--- config.mk ---
export PLATFORM = sky130hd
export DESIGN_NAME = hwpe_regfile_top
export DESIGN_NICKNAME = d
export VERILOG_FILES = /design/src/logic/regfile_pkg.sv /design/src/logic/context_status.sv /design/src/logic/hwpe_regfile_top.sv /design/src/logic/job_id_tracker.sv /design/src/logic/param_store.sv /design/src/logic/regfile_access.sv
export SDC_FILE = /design/constraint.sdc
export NUM_CORES = 1
export LEC_CHECK = 0
export ABC_CLOCK_PERIOD_IN_PS = 5400
export BUFFER_PORTS_ARGS = -buffer_cell sky130_fd_sc_hd__buf_2
export CAP_MARGIN = 20
export CORE_UTILIZATION = 40
export DETAILED_ROUTE_END_ITERATION = 10
export PLACE_DENSITY = 0.59
export SETUP_SLACK_MARGIN = 0.15
export SYNTH_ARGS = -nofsm -noshare
export SYNTH_HDL_FRONTEND = slang
export SYNTH_SLANG_ARGS = --single-unit
--- constraint.sdc ---
create_clock -name clk_i -period 5.4 [get_ports clk_i]
set_clock_uncertainty 0.2 [all_clocks]
set_input_delay 0.54 -clock clk_i [delete_from_list [all_inputs] [get_ports clk_i]]
set_output_delay 0.54 -clock clk_i [all_outputs]
set_load 0.01 [all_outputs]
--- src/logic/regfile_pkg.sv ---
// Register file package
// Widths, register map, response codes and the bus and controller event types
// shared by the register file blocks
package regfile_pkg;

  localparam int unsigned data_w    = 32;
  localparam int unsigned n_context = 2;
  localparam int unsigned n_io_regs = 8;
  localparam int unsigned reg_idx_w = 5;
  localparam int unsigned ctx_w     = 1;
  localparam int unsigned job_id_w  = 8;
  localparam int unsigned io_idx_w  = $clog2(n_io_regs);

  typedef logic [data_w-1:0]    data_t;
  typedef logic [reg_idx_w-1:0] reg_idx_t;
  typedef logic [ctx_w-1:0]     ctx_t;
  typedef logic [job_id_w-1:0]  job_id_t;
  typedef logic [data_w/8-1:0]  be_t;
  typedef logic [io_idx_w-1:0]  io_idx_t;

  // Register indices inside one context window
  localparam reg_idx_t reg_trigger     = reg_idx_t'(0);
  localparam reg_idx_t reg_acquire     = reg_idx_t'(1);
  localparam reg_idx_t reg_finished    = reg_idx_t'(2);
  localparam reg_idx_t reg_status      = reg_idx_t'(3);
  localparam reg_idx_t reg_running_job = reg_idx_t'(4);
  localparam reg_idx_t reg_softclear   = reg_idx_t'(5);
  localparam reg_idx_t reg_io_base     = reg_idx_t'(8);

  localparam data_t resp_other_offloading = data_t'(-2);
  localparam data_t resp_all_busy         = data_t'(-1);
  localparam data_t unknown_rdata         = 32'hDEAD_BEEF;

  // Context field sits above the register index
  typedef struct packed {
    ctx_t     ctx;
    reg_idx_t idx;
  } addr_t;

  typedef struct packed {
    logic  req;
    logic  we;
    addr_t addr;
    data_t wdata;
    be_t   be;
  } bus_req_t;

  typedef struct packed {
    logic is_critical;
    logic full_context;
    logic trigger;
    logic true_done;
    ctx_t pointer_context;
    ctx_t running_context;
  } ctrl_evt_t;

  typedef enum logic [2:0] {
    cls_acquire,
    cls_finished,
    cls_status,
    cls_running,
    cls_zero,
    cls_io,
    cls_unknown
  } reg_class_t;

  typedef data_t [n_io_regs-1:0] params_t;

endpackage
--- src/logic/context_status.sv ---
// Context status and finished jobs counter
// Tracks which contexts hold a triggered job and counts completed jobs
// until the host reads FINISHED
`timescale 1ns/10ps

module context_status (
  input  logic                   clk_i,
  input  logic                   rst_ni,
  input  logic                   clear_i,
  input  regfile_pkg::ctrl_evt_t evt_i,
  input  logic                   finished_rd_i,
  output regfile_pkg::data_t     status_word_o,
  output logic [1:0]             finished_cnt_o
);
  import regfile_pkg::*;

  logic [n_context-1:0] busy_q;
  logic [1:0]           finished_q;

  // Trigger has priority over done on the same context
  always_ff @(posedge clk_i or negedge rst_ni) begin
    if (!rst_ni) begin
      busy_q <= '0;
    end else if (clear_i) begin
      busy_q <= '0;
    end else begin
      for (int c = 0; c < n_context; c++) begin
        if (evt_i.trigger && (evt_i.pointer_context == ctx_t'(c))) begin
          busy_q[c] <= 1'b1;
        end else if (evt_i.true_done && (evt_i.running_context == ctx_t'(c))) begin
          busy_q[c] <= 1'b0;
        end
      end
    end
  end

  // One byte per context, upper bytes stay zero
  always_comb begin
    status_word_o = '0;
    for (int c = 0; c < n_context; c++) begin
      status_word_o[8*c +: 8] = {7'b0, busy_q[c]};
    end
  end

  always_ff @(posedge clk_i or negedge rst_ni) begin
    if (!rst_ni) begin
      finished_q <= '0;
    end else if (clear_i || finished_rd_i) begin
      finished_q <= '0;
    end else if (evt_i.true_done && (finished_q < 2'd2)) begin
      finished_q <= finished_q + 1'b1;
    end
  end

  assign finished_cnt_o = finished_q;

endmodule

--- src/logic/hwpe_regfile_top.sv ---
// Processing engine control register file
// Connects address decode, job id tracking, context status and
// parameter storage behind a single host word bus
`timescale 1ns/10ps

module hwpe_regfile_top (
  input  logic                   clk_i,
  input  logic                   rst_ni,
  input  logic                   clear_i,
  input  regfile_pkg::bus_req_t  req_i,
  input  regfile_pkg::ctrl_evt_t evt_i,
  output regfile_pkg::data_t     rdata_o,
  output regfile_pkg::params_t   params_o
);
  import regfile_pkg::*;

  logic       acquire_rd;
  logic       finished_rd;
  logic       io_we;
  io_idx_t    io_idx;
  ctx_t       io_ctx;
  data_t      acquire_rdata;
  job_id_t    running_job;
  data_t      status_word;
  logic [1:0] finished_cnt;
  data_t      io_rdata;

  regfile_access i_regfile_access (
    .clk_i           ( clk_i         ),
    .rst_ni          ( rst_ni        ),
    .clear_i         ( clear_i       ),
    .req_i           ( req_i         ),
    .acquire_rdata_i ( acquire_rdata ),
    .running_job_i   ( running_job   ),
    .status_word_i   ( status_word   ),
    .finished_cnt_i  ( finished_cnt  ),
    .io_rdata_i      ( io_rdata      ),
    .acquire_rd_o    ( acquire_rd    ),
    .finished_rd_o   ( finished_rd   ),
    .io_we_o         ( io_we         ),
    .io_idx_o        ( io_idx        ),
    .io_ctx_o        ( io_ctx        ),
    .rdata_o         ( rdata_o       )
  );

  job_id_tracker i_job_id_tracker (
    .clk_i           ( clk_i         ),
    .rst_ni          ( rst_ni        ),
    .clear_i         ( clear_i       ),
    .acquire_rd_i    ( acquire_rd    ),
    .evt_i           ( evt_i         ),
    .acquire_rdata_o ( acquire_rdata ),
    .running_job_o   ( running_job   )
  );

  context_status i_context_status (
    .clk_i          ( clk_i        ),
    .rst_ni         ( rst_ni       ),
    .clear_i        ( clear_i      ),
    .evt_i          ( evt_i        ),
    .finished_rd_i  ( finished_rd  ),
    .status_word_o  ( status_word  ),
    .finished_cnt_o ( finished_cnt )
  );

  // Host reads and writes share the decoded index and context
  param_store i_param_store (
    .clk_i         ( clk_i                 ),
    .rst_ni        ( rst_ni                ),
    .clear_i       ( clear_i               ),
    .io_we_i       ( io_we                 ),
    .io_ctx_i      ( io_ctx                ),
    .io_idx_i      ( io_idx                ),
    .wdata_i       ( req_i.wdata           ),
    .be_i          ( req_i.be              ),
    .rd_ctx_i      ( io_ctx                ),
    .rd_idx_i      ( io_idx                ),
    .running_ctx_i ( evt_i.running_context ),
    .io_rdata_o    ( io_rdata              ),
    .params_o      ( params_o              )
  );

endmodule

--- src/logic/job_id_tracker.sv ---
// Job id tracker
// Hands out offload job ids on ACQUIRE reads and counts finished jobs
// to follow the id of the running job
`timescale 1ns/10ps

module job_id_tracker (
  input  logic                   clk_i,
  input  logic                   rst_ni,
  input  logic                   clear_i,
  input  logic                   acquire_rd_i,
  input  regfile_pkg::ctrl_evt_t evt_i,
  output regfile_pkg::data_t     acquire_rdata_o,
  output regfile_pkg::job_id_t   running_job_o
);
  import regfile_pkg::*;

  job_id_t offload_id_q;
  job_id_t running_id_q;
  data_t   acquire_rdata_q;
  logic    done_q;

  // Acquire response, the id advances only when one is handed out
  always_ff @(posedge clk_i or negedge rst_ni) begin
    if (!rst_ni) begin
      acquire_rdata_q <= '0;
      offload_id_q    <= '0;
    end else if (clear_i) begin
      acquire_rdata_q <= '0;
      offload_id_q    <= '0;
    end else if (acquire_rd_i) begin
      if (evt_i.is_critical) begin
        acquire_rdata_q <= resp_other_offloading;
      end else if (evt_i.full_context) begin
        acquire_rdata_q <= resp_all_busy;
      end else begin
        acquire_rdata_q <= data_t'(offload_id_q);
        offload_id_q    <= offload_id_q + 1'b1;
      end
    end
  end

  // Running id follows done one cycle late and wraps
  always_ff @(posedge clk_i or negedge rst_ni) begin
    if (!rst_ni) begin
      done_q       <= 1'b0;
      running_id_q <= '0;
    end else if (clear_i) begin
      done_q       <= 1'b0;
      running_id_q <= '0;
    end else begin
      done_q <= evt_i.true_done;
      if (done_q) begin
        running_id_q <= running_id_q + 1'b1;
      end
    end
  end

  assign acquire_rdata_o = acquire_rdata_q;
  assign running_job_o   = running_id_q;

endmodule

--- src/logic/param_store.sv ---
// Job parameter store
// One set of parameter words per context with byte enable writes,
// a read port for the host and the running context's set for the datapath
`timescale 1ns/10ps

module param_store (
  input  logic                 clk_i,
  input  logic                 rst_ni,
  input  logic                 clear_i,
  input  logic                 io_we_i,
  input  regfile_pkg::ctx_t    io_ctx_i,
  input  regfile_pkg::io_idx_t io_idx_i,
  input  regfile_pkg::data_t   wdata_i,
  input  regfile_pkg::be_t     be_i,
  input  regfile_pkg::ctx_t    rd_ctx_i,
  input  regfile_pkg::io_idx_t rd_idx_i,
  input  regfile_pkg::ctx_t    running_ctx_i,
  output regfile_pkg::data_t   io_rdata_o,
  output regfile_pkg::params_t params_o
);
  import regfile_pkg::*;

  params_t mem_q [n_context];

  always_ff @(posedge clk_i or negedge rst_ni) begin
    if (!rst_ni) begin
      for (int c = 0; c < n_context; c++) begin
        mem_q[c] <= '0;
      end
    end else if (clear_i) begin
      for (int c = 0; c < n_context; c++) begin
        mem_q[c] <= '0;
      end
    end else if (io_we_i) begin
      // Merge only the enabled bytes
      for (int b = 0; b < data_w/8; b++) begin
        if (be_i[b]) begin
          mem_q[io_ctx_i][io_idx_i][8*b +: 8] <= wdata_i[8*b +: 8];
        end
      end
    end
  end

  assign io_rdata_o = mem_q[rd_ctx_i][rd_idx_i];

  // Datapath always sees the running context
  assign params_o = mem_q[running_ctx_i];

endmodule

--- src/logic/regfile_access.sv ---
// Register file access block
// Decodes host addresses into register classes, raises the access strobes
// and returns the read data one cycle after the request
`timescale 1ns/10ps

module regfile_access (
  input  logic                  clk_i,
  input  logic                  rst_ni,
  input  logic                  clear_i,
  input  regfile_pkg::bus_req_t req_i,
  input  regfile_pkg::data_t    acquire_rdata_i,
  input  regfile_pkg::job_id_t  running_job_i,
  input  regfile_pkg::data_t    status_word_i,
  input  logic [1:0]            finished_cnt_i,
  input  regfile_pkg::data_t    io_rdata_i,
  output logic                  acquire_rd_o,
  output logic                  finished_rd_o,
  output logic                  io_we_o,
  output regfile_pkg::io_idx_t  io_idx_o,
  output regfile_pkg::ctx_t     io_ctx_o,
  output regfile_pkg::data_t    rdata_o
);
  import regfile_pkg::*;

  reg_class_t cls_d;
  reg_class_t cls_q;
  reg_idx_t   io_off;
  logic       rd_req;
  data_t      snap_d;
  data_t      snap_q;

  // Address decode
  always_comb begin
    io_off = req_i.addr.idx - reg_io_base;
    case (req_i.addr.idx)
      reg_trigger, reg_softclear: cls_d = cls_zero;
      reg_acquire:                cls_d = cls_acquire;
      reg_finished:               cls_d = cls_finished;
      reg_status:                 cls_d = cls_status;
      reg_running_job:            cls_d = cls_running;
      default: begin
        if ((req_i.addr.idx >= reg_io_base) && (io_off < reg_idx_t'(n_io_regs))) begin
          cls_d = cls_io;
        end else begin
          cls_d = cls_unknown;
        end
      end
    endcase
  end

  assign rd_req        = req_i.req & ~req_i.we;
  assign acquire_rd_o  = rd_req && (cls_d == cls_acquire);
  assign finished_rd_o = rd_req && (cls_d == cls_finished);
  assign io_we_o       = req_i.req && req_i.we && (cls_d == cls_io);
  assign io_idx_o      = io_off[io_idx_w-1:0];
  assign io_ctx_o      = req_i.addr.ctx;

  // Value sampled at the request edge, acquire comes from the tracker
  always_comb begin
    case (cls_d)
      cls_finished: snap_d = data_t'(finished_cnt_i);
      cls_status:   snap_d = status_word_i;
      cls_running:  snap_d = data_t'(running_job_i);
      cls_io:       snap_d = io_rdata_i;
      cls_unknown:  snap_d = unknown_rdata;
      default:      snap_d = '0;
    endcase
  end

  always_ff @(posedge clk_i or negedge rst_ni) begin
    if (!rst_ni) begin
      cls_q  <= cls_zero;
      snap_q <= '0;
    end else if (clear_i) begin
      cls_q  <= cls_zero;
      snap_q <= '0;
    end else if (rd_req) begin
      cls_q  <= cls_d;
      snap_q <= snap_d;
    end
  end

  assign rdata_o = (cls_q == cls_acquire) ? acquire_rdata_i : snap_q;

endmodule

; Word-level counts from Yosys, hierarchy flattened
; Index checks and enable logic that the tools add are counted.
[op_classes]
n_addsub = 4
multipliers = 0
div = 0
magnitude_cmp = 8
n_eq_ne = 12
n_shift = 0
muxes = 66
bitwise_logic = 6
n_reduce_logical = 25
[op_table]
columns = cell, n
row1 = 512-bit 2-to-1 mux, 12
row2 = 256-bit 2-to-1 mux, 10
row3 = 512-bit bitwise mux, 4
row4 = 256-bit demux with 1-bit select, 4
row5 = 32-bit demux with 3-bit select, 4
row6 = 32-bit 2-to-1 mux, 9
row7 = 32-bit case mux with 5 select lines, 1
row8 = 32-bit binary-select mux with 3-bit select, 1
row9 = 8-bit 2-to-1 mux, 7
row10 = 24-bit 2-to-1 mux, 1
row11 = 8-bit by 1-bit adder with 8-bit output (second input constant), 2
row12 = 16-bit 2-to-1 mux, 1
row13 = 3-bit case mux with 5 select lines, 1
row14 = 1-bit logical AND, 12
row15 = 5-bit by 2-bit equality test with 1-bit output (second input constant), 2
row16 = 5-bit by 3-bit equality test with 1-bit output (second input constant), 2
row17 = 2-bit nonzero test, 5
row18 = 2-bit 2-to-1 mux, 4
row19 = 3-bit by 2-bit equality test with 1-bit output (second input constant), 2
row20 = 3-bit equality test (second input constant), 2
row21 = 3-bit logical NOT, 2
row22 = 3-bit 2-to-1 mux, 2
row23 = 3-bit nonzero test, 2
row24 = 5-bit by 1-bit equality test with 1-bit output (second input constant), 1
row25 = other kinds (19), 28
[totals]
reg_bits = 600
latchBits = 0
mem_bits_rw = 0
romBits = 0
inputBits = 53
out_inout_bits = 288
word_cells = 146
mem_count = 0

; Longest topological paths before layout
[logic_depth]
word_depth = 23
depth_mapped = 8
depth_no_buf = 5

; Modules after synthesis
; From an unflattened synthesis, not the netlist that was laid out.
[hier_totals]
hier_cells = 2244
area_unflattened_um2 = 29529.6
[by_module_without_submodules]
columns = module, instances, cells_each, area_per_inst_um2, seq_area_each_um2
row1 = param_store, 1, 1840, 25584.5, 12812.3
row2 = regfile_access, 1, 230, 2218.4, 877.1
row3 = job_id_tracker, 1, 127, 1326.3, 650.6
row4 = context_status, 1, 47, 400.4, 100.1

; Least setup slack after synthesis
; OpenSTA, ideal clock, no wires.
[synth_path]
kind = input-to-output
start = in evt_i[0] (netlist bit)
end = out params_o[237] (netlist bit)
t_arrival_ns = 1.808
required_time_ns = 4.660
slack_ns = 2.852
stages = 4
path_buffers = 3
path_cell_list = clkbuf_1 -> clkbuf_1 -> buf_1 -> mux2_2
[synth_rtl]
columns = item, line
row1 = from (decl), hwpe_regfile_top.sv:11  ; input regfile_pkg::ctrl_evt_t evt_i,
row2 = to (decl), hwpe_regfile_top.sv:13  ; output regfile_pkg::params_t params_o

; Final worst setup path
[layout_path]
start = reg i_regfile_access.cls_q[1]
end = out rdata_o[14]
[layout_between]
elab_chain_cells = 2
[layout_lines]
columns = item, line
row1 = from (decl), regfile_access.sv:26  ; reg_class_t cls_q;
row2 = from (signal assigned), regfile_access.sv:72  ; cls_q <= cls_zero;
row3 = from (signal assigned), regfile_access.sv:75  ; cls_q <= cls_zero;
row4 = from (signal assigned), regfile_access.sv:78  ; cls_q <= cls_d;
row5 = 3-bit logical NOT, regfile_access.sv:83  ; assign rdata_o = (cls_q == cls_acquire) ? acquire_rdata_i : snap_q;
row6 = 32-bit 2-to-1 mux, regfile_access.sv:83
row7 = to (decl), hwpe_regfile_top.sv:12  ; output regfile_pkg::data_t rdata_o,
; No other way between the ends.

==> flow_metrics.py <==
metrics = {
    "route": {
        "firstDrtPassIters": 8,
        "viasPerCell": 6.47,
        "ant_nets": 0,
        "first_iter_violations": 2328,
        "routed_wl_mm": 115,
        "post-route-drc-count": 32,
        "num_vias": 24000,
        "routedWlPerCell_um": 31.0,
    },
    "grt": {
        "grt_pass1_vias": 24100,
        "grt_max_degree": 174,
        "grt_usage_pct": 30.2,
        "grt_pass1_wl_mm": 168,
        "overflow": 0,
        "antenna_found_initial": 2,
    },
    "layout": {
        "multi_input_area_um2": 14600,
        "register_area_um2": 14400,
        "fillers": 6642,
        "drive_above_1_share_pct": 34.2,
        "synthToLayoutAreaGrowth_pct": 16.2,
        "nets": 2757,
    },
    "critical_path": {
        "cp-startpoint": "i_regfile_access.cls_q[1]",
        "crit_path_end_kind": "output port",
        "start_kind": "flop",
        "reg2reg_depth": 3,
        "critPathKind": "flop to output port",
        "worstReg2RegStart": "i_param_store.mem_q[136]",
        "arrival_ns": 3.21,
        "required_ns": 4.66,
        "cp_max_fo": 33,
    },
    "timing": {
        "setup_violations": 0,
        "min_period_ns": 3.95,
        "drv_slew": 0,
        "slew_headroom_pct": 21.5,
        "post-route-period-util_pct": 73.1,
        "rsz0062_at_grt": "no",
        "fmax_mhz": 253,
        "hold_viol": 0,
        "worstMarginPinSlew_ns": 1.17,
        "fin_tns_setup_ns": 0,
    },
    "floorplanning": {
        "start_util_pct": 40.7,
        "core_area_um2": 73300,
        "io_pins": 341,
        "rows": 99,
        "dieWidth_um": 275,
        "die-area_um2": 75700,
        "die_h_um": 275,
    },
    "power_and_ir_drop": {
        "p_leak_nw": 18.0,
        "power_mw": 10.1,
        "swShare_pct": 25.9,
        "seq_power_share_pct": 44.1,
        "p_comb_share_pct": 9.6,
        "p_sw_mw": 2.62,
        "p_int_mw": 7.48,
        "power_density_nw_per_um2": 291,
        "peakVddDrop_uv": 301,
        "clock_power_share_pct": 46.3,
    },
    "synthesis": {
        "yosys-top-cells-area": "dfrtp_1 (48%), mux2_2 (11%), mux4_2 (9.4%)",
        "netlist_area_um2": 29800,
        "synth_ff_type": "dfrtp_1",
        "synth_largest_area_cell": "dfrtp_1",
        "yosysWarnings": 0,
        "ys_ff_latch": 577,
        "synth_edf_count": 0,
        "avgSynthCellArea_um2": 12.1,
        "synth.distinct_cells": 65,
        "synth_cells": 2463,
        "synth_nets": 2518,
        "seq_area_frac_synth_pct": 48.4,
        "async_reset_ff_share_pct": 100,
        "synth_top_cell_area_share_pct": 48.3,
    },
    "cts": {
        "cts_resized": 0,
        "cts_buffer_depth": 3,
        "h-tree-depth": 2,
        "clkLatencyLatePin_ns": 0.64,
        "cts-root-buf": "clkbuf_16",
        "cts_num_sinks": 577,
        "cts_made_buffers": 61,
        "cts_tree": "built",
        "clk_pin_slew_ns": 0.06,
    },
    "hold_path": {
        "hold_path_depth": 3,
        "min-delay-start": "evt_i[1]",
        "holdCritPathClass": "input port to flop",
    },
    "placed_design": {
        "portBuffers": 340,
        "hpwl_mm": 76.8,
        "gp_congestion": 0.886,
    },
    "run": {
        "cap_violations": 0,
    },
    "outcome": {
        "violations": "DRC",
        "status": "complete, but fails checks",
    },
}
==> cells in the mapped netlist (6+ instances only) <==
library cell / number
buf_2: 50
o2bb2ai_1: 253
nand4_1: 8
a211o_1: 11
nand2_1: 105
xnor2_1: 6
a221oi_1: 7
mux4_2: 124
mux2i_1: 20
or2_2: 8
a21o_1: 284
nor3_1: 283
buf_1: 8
a22oi_1: 6
or3_1: 8
inv_1: 6
a21oi_1: 13
o211ai_1: 6
mux2_2: 285
nand3_1: 11
a221o_1: 24
a221o_2: 10
o21ai_1: 36
a22o_1: 6
o21ai_0: 12
nor2b_1: 23
clkbuf_1: 150
nand2b_1: 14
nor2_1: 50
dfrtp_1: 576
==> cell usage in the layout (no fill, tap or decap), types with 5 or more instances in the layout <==
cell,netlist,routed
mux2_2,285,285
o21ai_1,36,36
a22oi_1,6,6
or2_2,8,8
dlygate4sd3_1,0,6
mux4_2,124,124
nand4_1,8,8
dfrtp_1,576,576
a221o_1,24,24
and4b_1,5,5
buf_4,2,36
o21ai_0,12,12
mux2i_1,20,20
or3_1,8,7
buf_2,50,334
buf_12,0,6
bufinv_16,0,10
o211ai_1,6,6
a22o_1,6,6
clkbuf_8,0,15
clkinv_2,0,11
xnor2_1,6,6
a21oi_1,13,11
nor2b_1,23,23
nand2b_1,14,14
clkbuf_1,150,8
nor2_1,50,48
o2bb2ai_1,253,253
nand3_1,11,10
nor3_1,283,283
clkbuf_16,0,63
a21o_1,284,284
a221o_2,10,10
nand2_1,105,104
a221oi_1,7,7
a211o_1,11,11
inv_1,6,6
==> worst paths after layout <==
| kind | endpoint | slack, ns |
|---|---|---|
| worst min-delay path | i_context_status.busy_q[1] | 0.02 |
| worst max-delay path | rdata_o[14] | 1.45 |
| max in group asynchronous | i_param_store.mem_q[15] | 3.17 |
| worst min register to register | i_param_store.mem_q[203] | 0.29 |
| worst max register to register | i_regfile_access.snap_q[8] | 3.49 |
| min in group asynchronous | i_param_store.mem_q[98] | 0.32 |
==> per-stage QoR <==
stage | instance area [µm²] | std cells | setup WS, ns | util [%] | hold slack [ns]
after floorplan | 29800 | 2463 | 2.85 | - | 0.0444
after global placement | 32300 | 3586 | 1.66 | 44.1 | 0.272
after CTS | 34600 | 3708 | 1.47 | 47.2 | 0.00360
after detailed placement | 32400 | 3589 | 1.85 | 44.1 | 0.283
after global routing | 34700 | 3711 | 1.39 | 47.3 | 0.0623
final | 34700 | 3713 | 1.45 | 47.3 | 0.0234
==> metal layers <==
layer  vias to the layer above  wire (µm)  global-route usage [%]
li1                       9969          -                       -
met4                         2       4730                    12.0
met1                     12600      46400                    40.6
met3                       236       9970                    6.98
met2                      1264      54000                    47.4
met5                         -         11                       0
==> worst max-delay path, stage by stage (launching register included) <==
cell and delay [ns]:
dfrtp_1 0.37, or3_2 0.91, nor2_4 0.84, a21o_1 0.24, buf_2 0.16
==> sequential cells by signal, indices dropped and copies added, names as in the netlist <==
name and flops:
i_context_status.busy_q 2, i_context_status.finished_cnt_o 2, i_job_id_tracker.acquire_rdata_o 9, i_job_id_tracker.done_q 1, i_job_id_tracker.offload_id_q 8, i_job_id_tracker.running_job_o 8
i_param_store.mem_q 512, i_regfile_access.cls_q 3, i_regfile_access.snap_q 32
==> area by class of cell <==
type | count | area share, %
repair buffers | 389 | 6.39
flip-flops and latches | 577 | 41.7
clock buffers | 86 | 5.23
clock inverters | 27 | 1.16
inverters | 6 | 0.0650
diodes | 2 | 0.0144
multi-input cells | 1667 | 42.0
well taps | 959 | 3.46
==> logic make-up after synthesis <==
| group | Yosys count | synth area share (%) |
|---|---|---|
| mux | 429 | 20.8 |
| xor+xnor | 9 | 0.264 |
| flops | 577 | 48.4 |
| fa+ha+maj | 2 | 0.0838 |
| buf+inv | 219 | 3.06 |
| simple gates | 538 | 9.04 |
| compound gates | 689 | 18.4 |
==> power groups by stage <==
stage               clock network, mW  registers, mW  logic, mW
floorplan                           0           4.51      0.539
global placement                    0           4.53      0.945
detailed placement                  0           4.54      0.954
CTS                              4.71           4.46      0.962
global route                     4.89           4.47       1.02
finish                           4.67           4.46      0.969
==> what timing repair did <==
item,4_1_cts,5_1_grt
endpoints found under the hold margin,86,0
hold buffers,6,0
endpoints found under the setup margin,0,0
setup buffers,0,0
(Power assumes the default switching activity.)
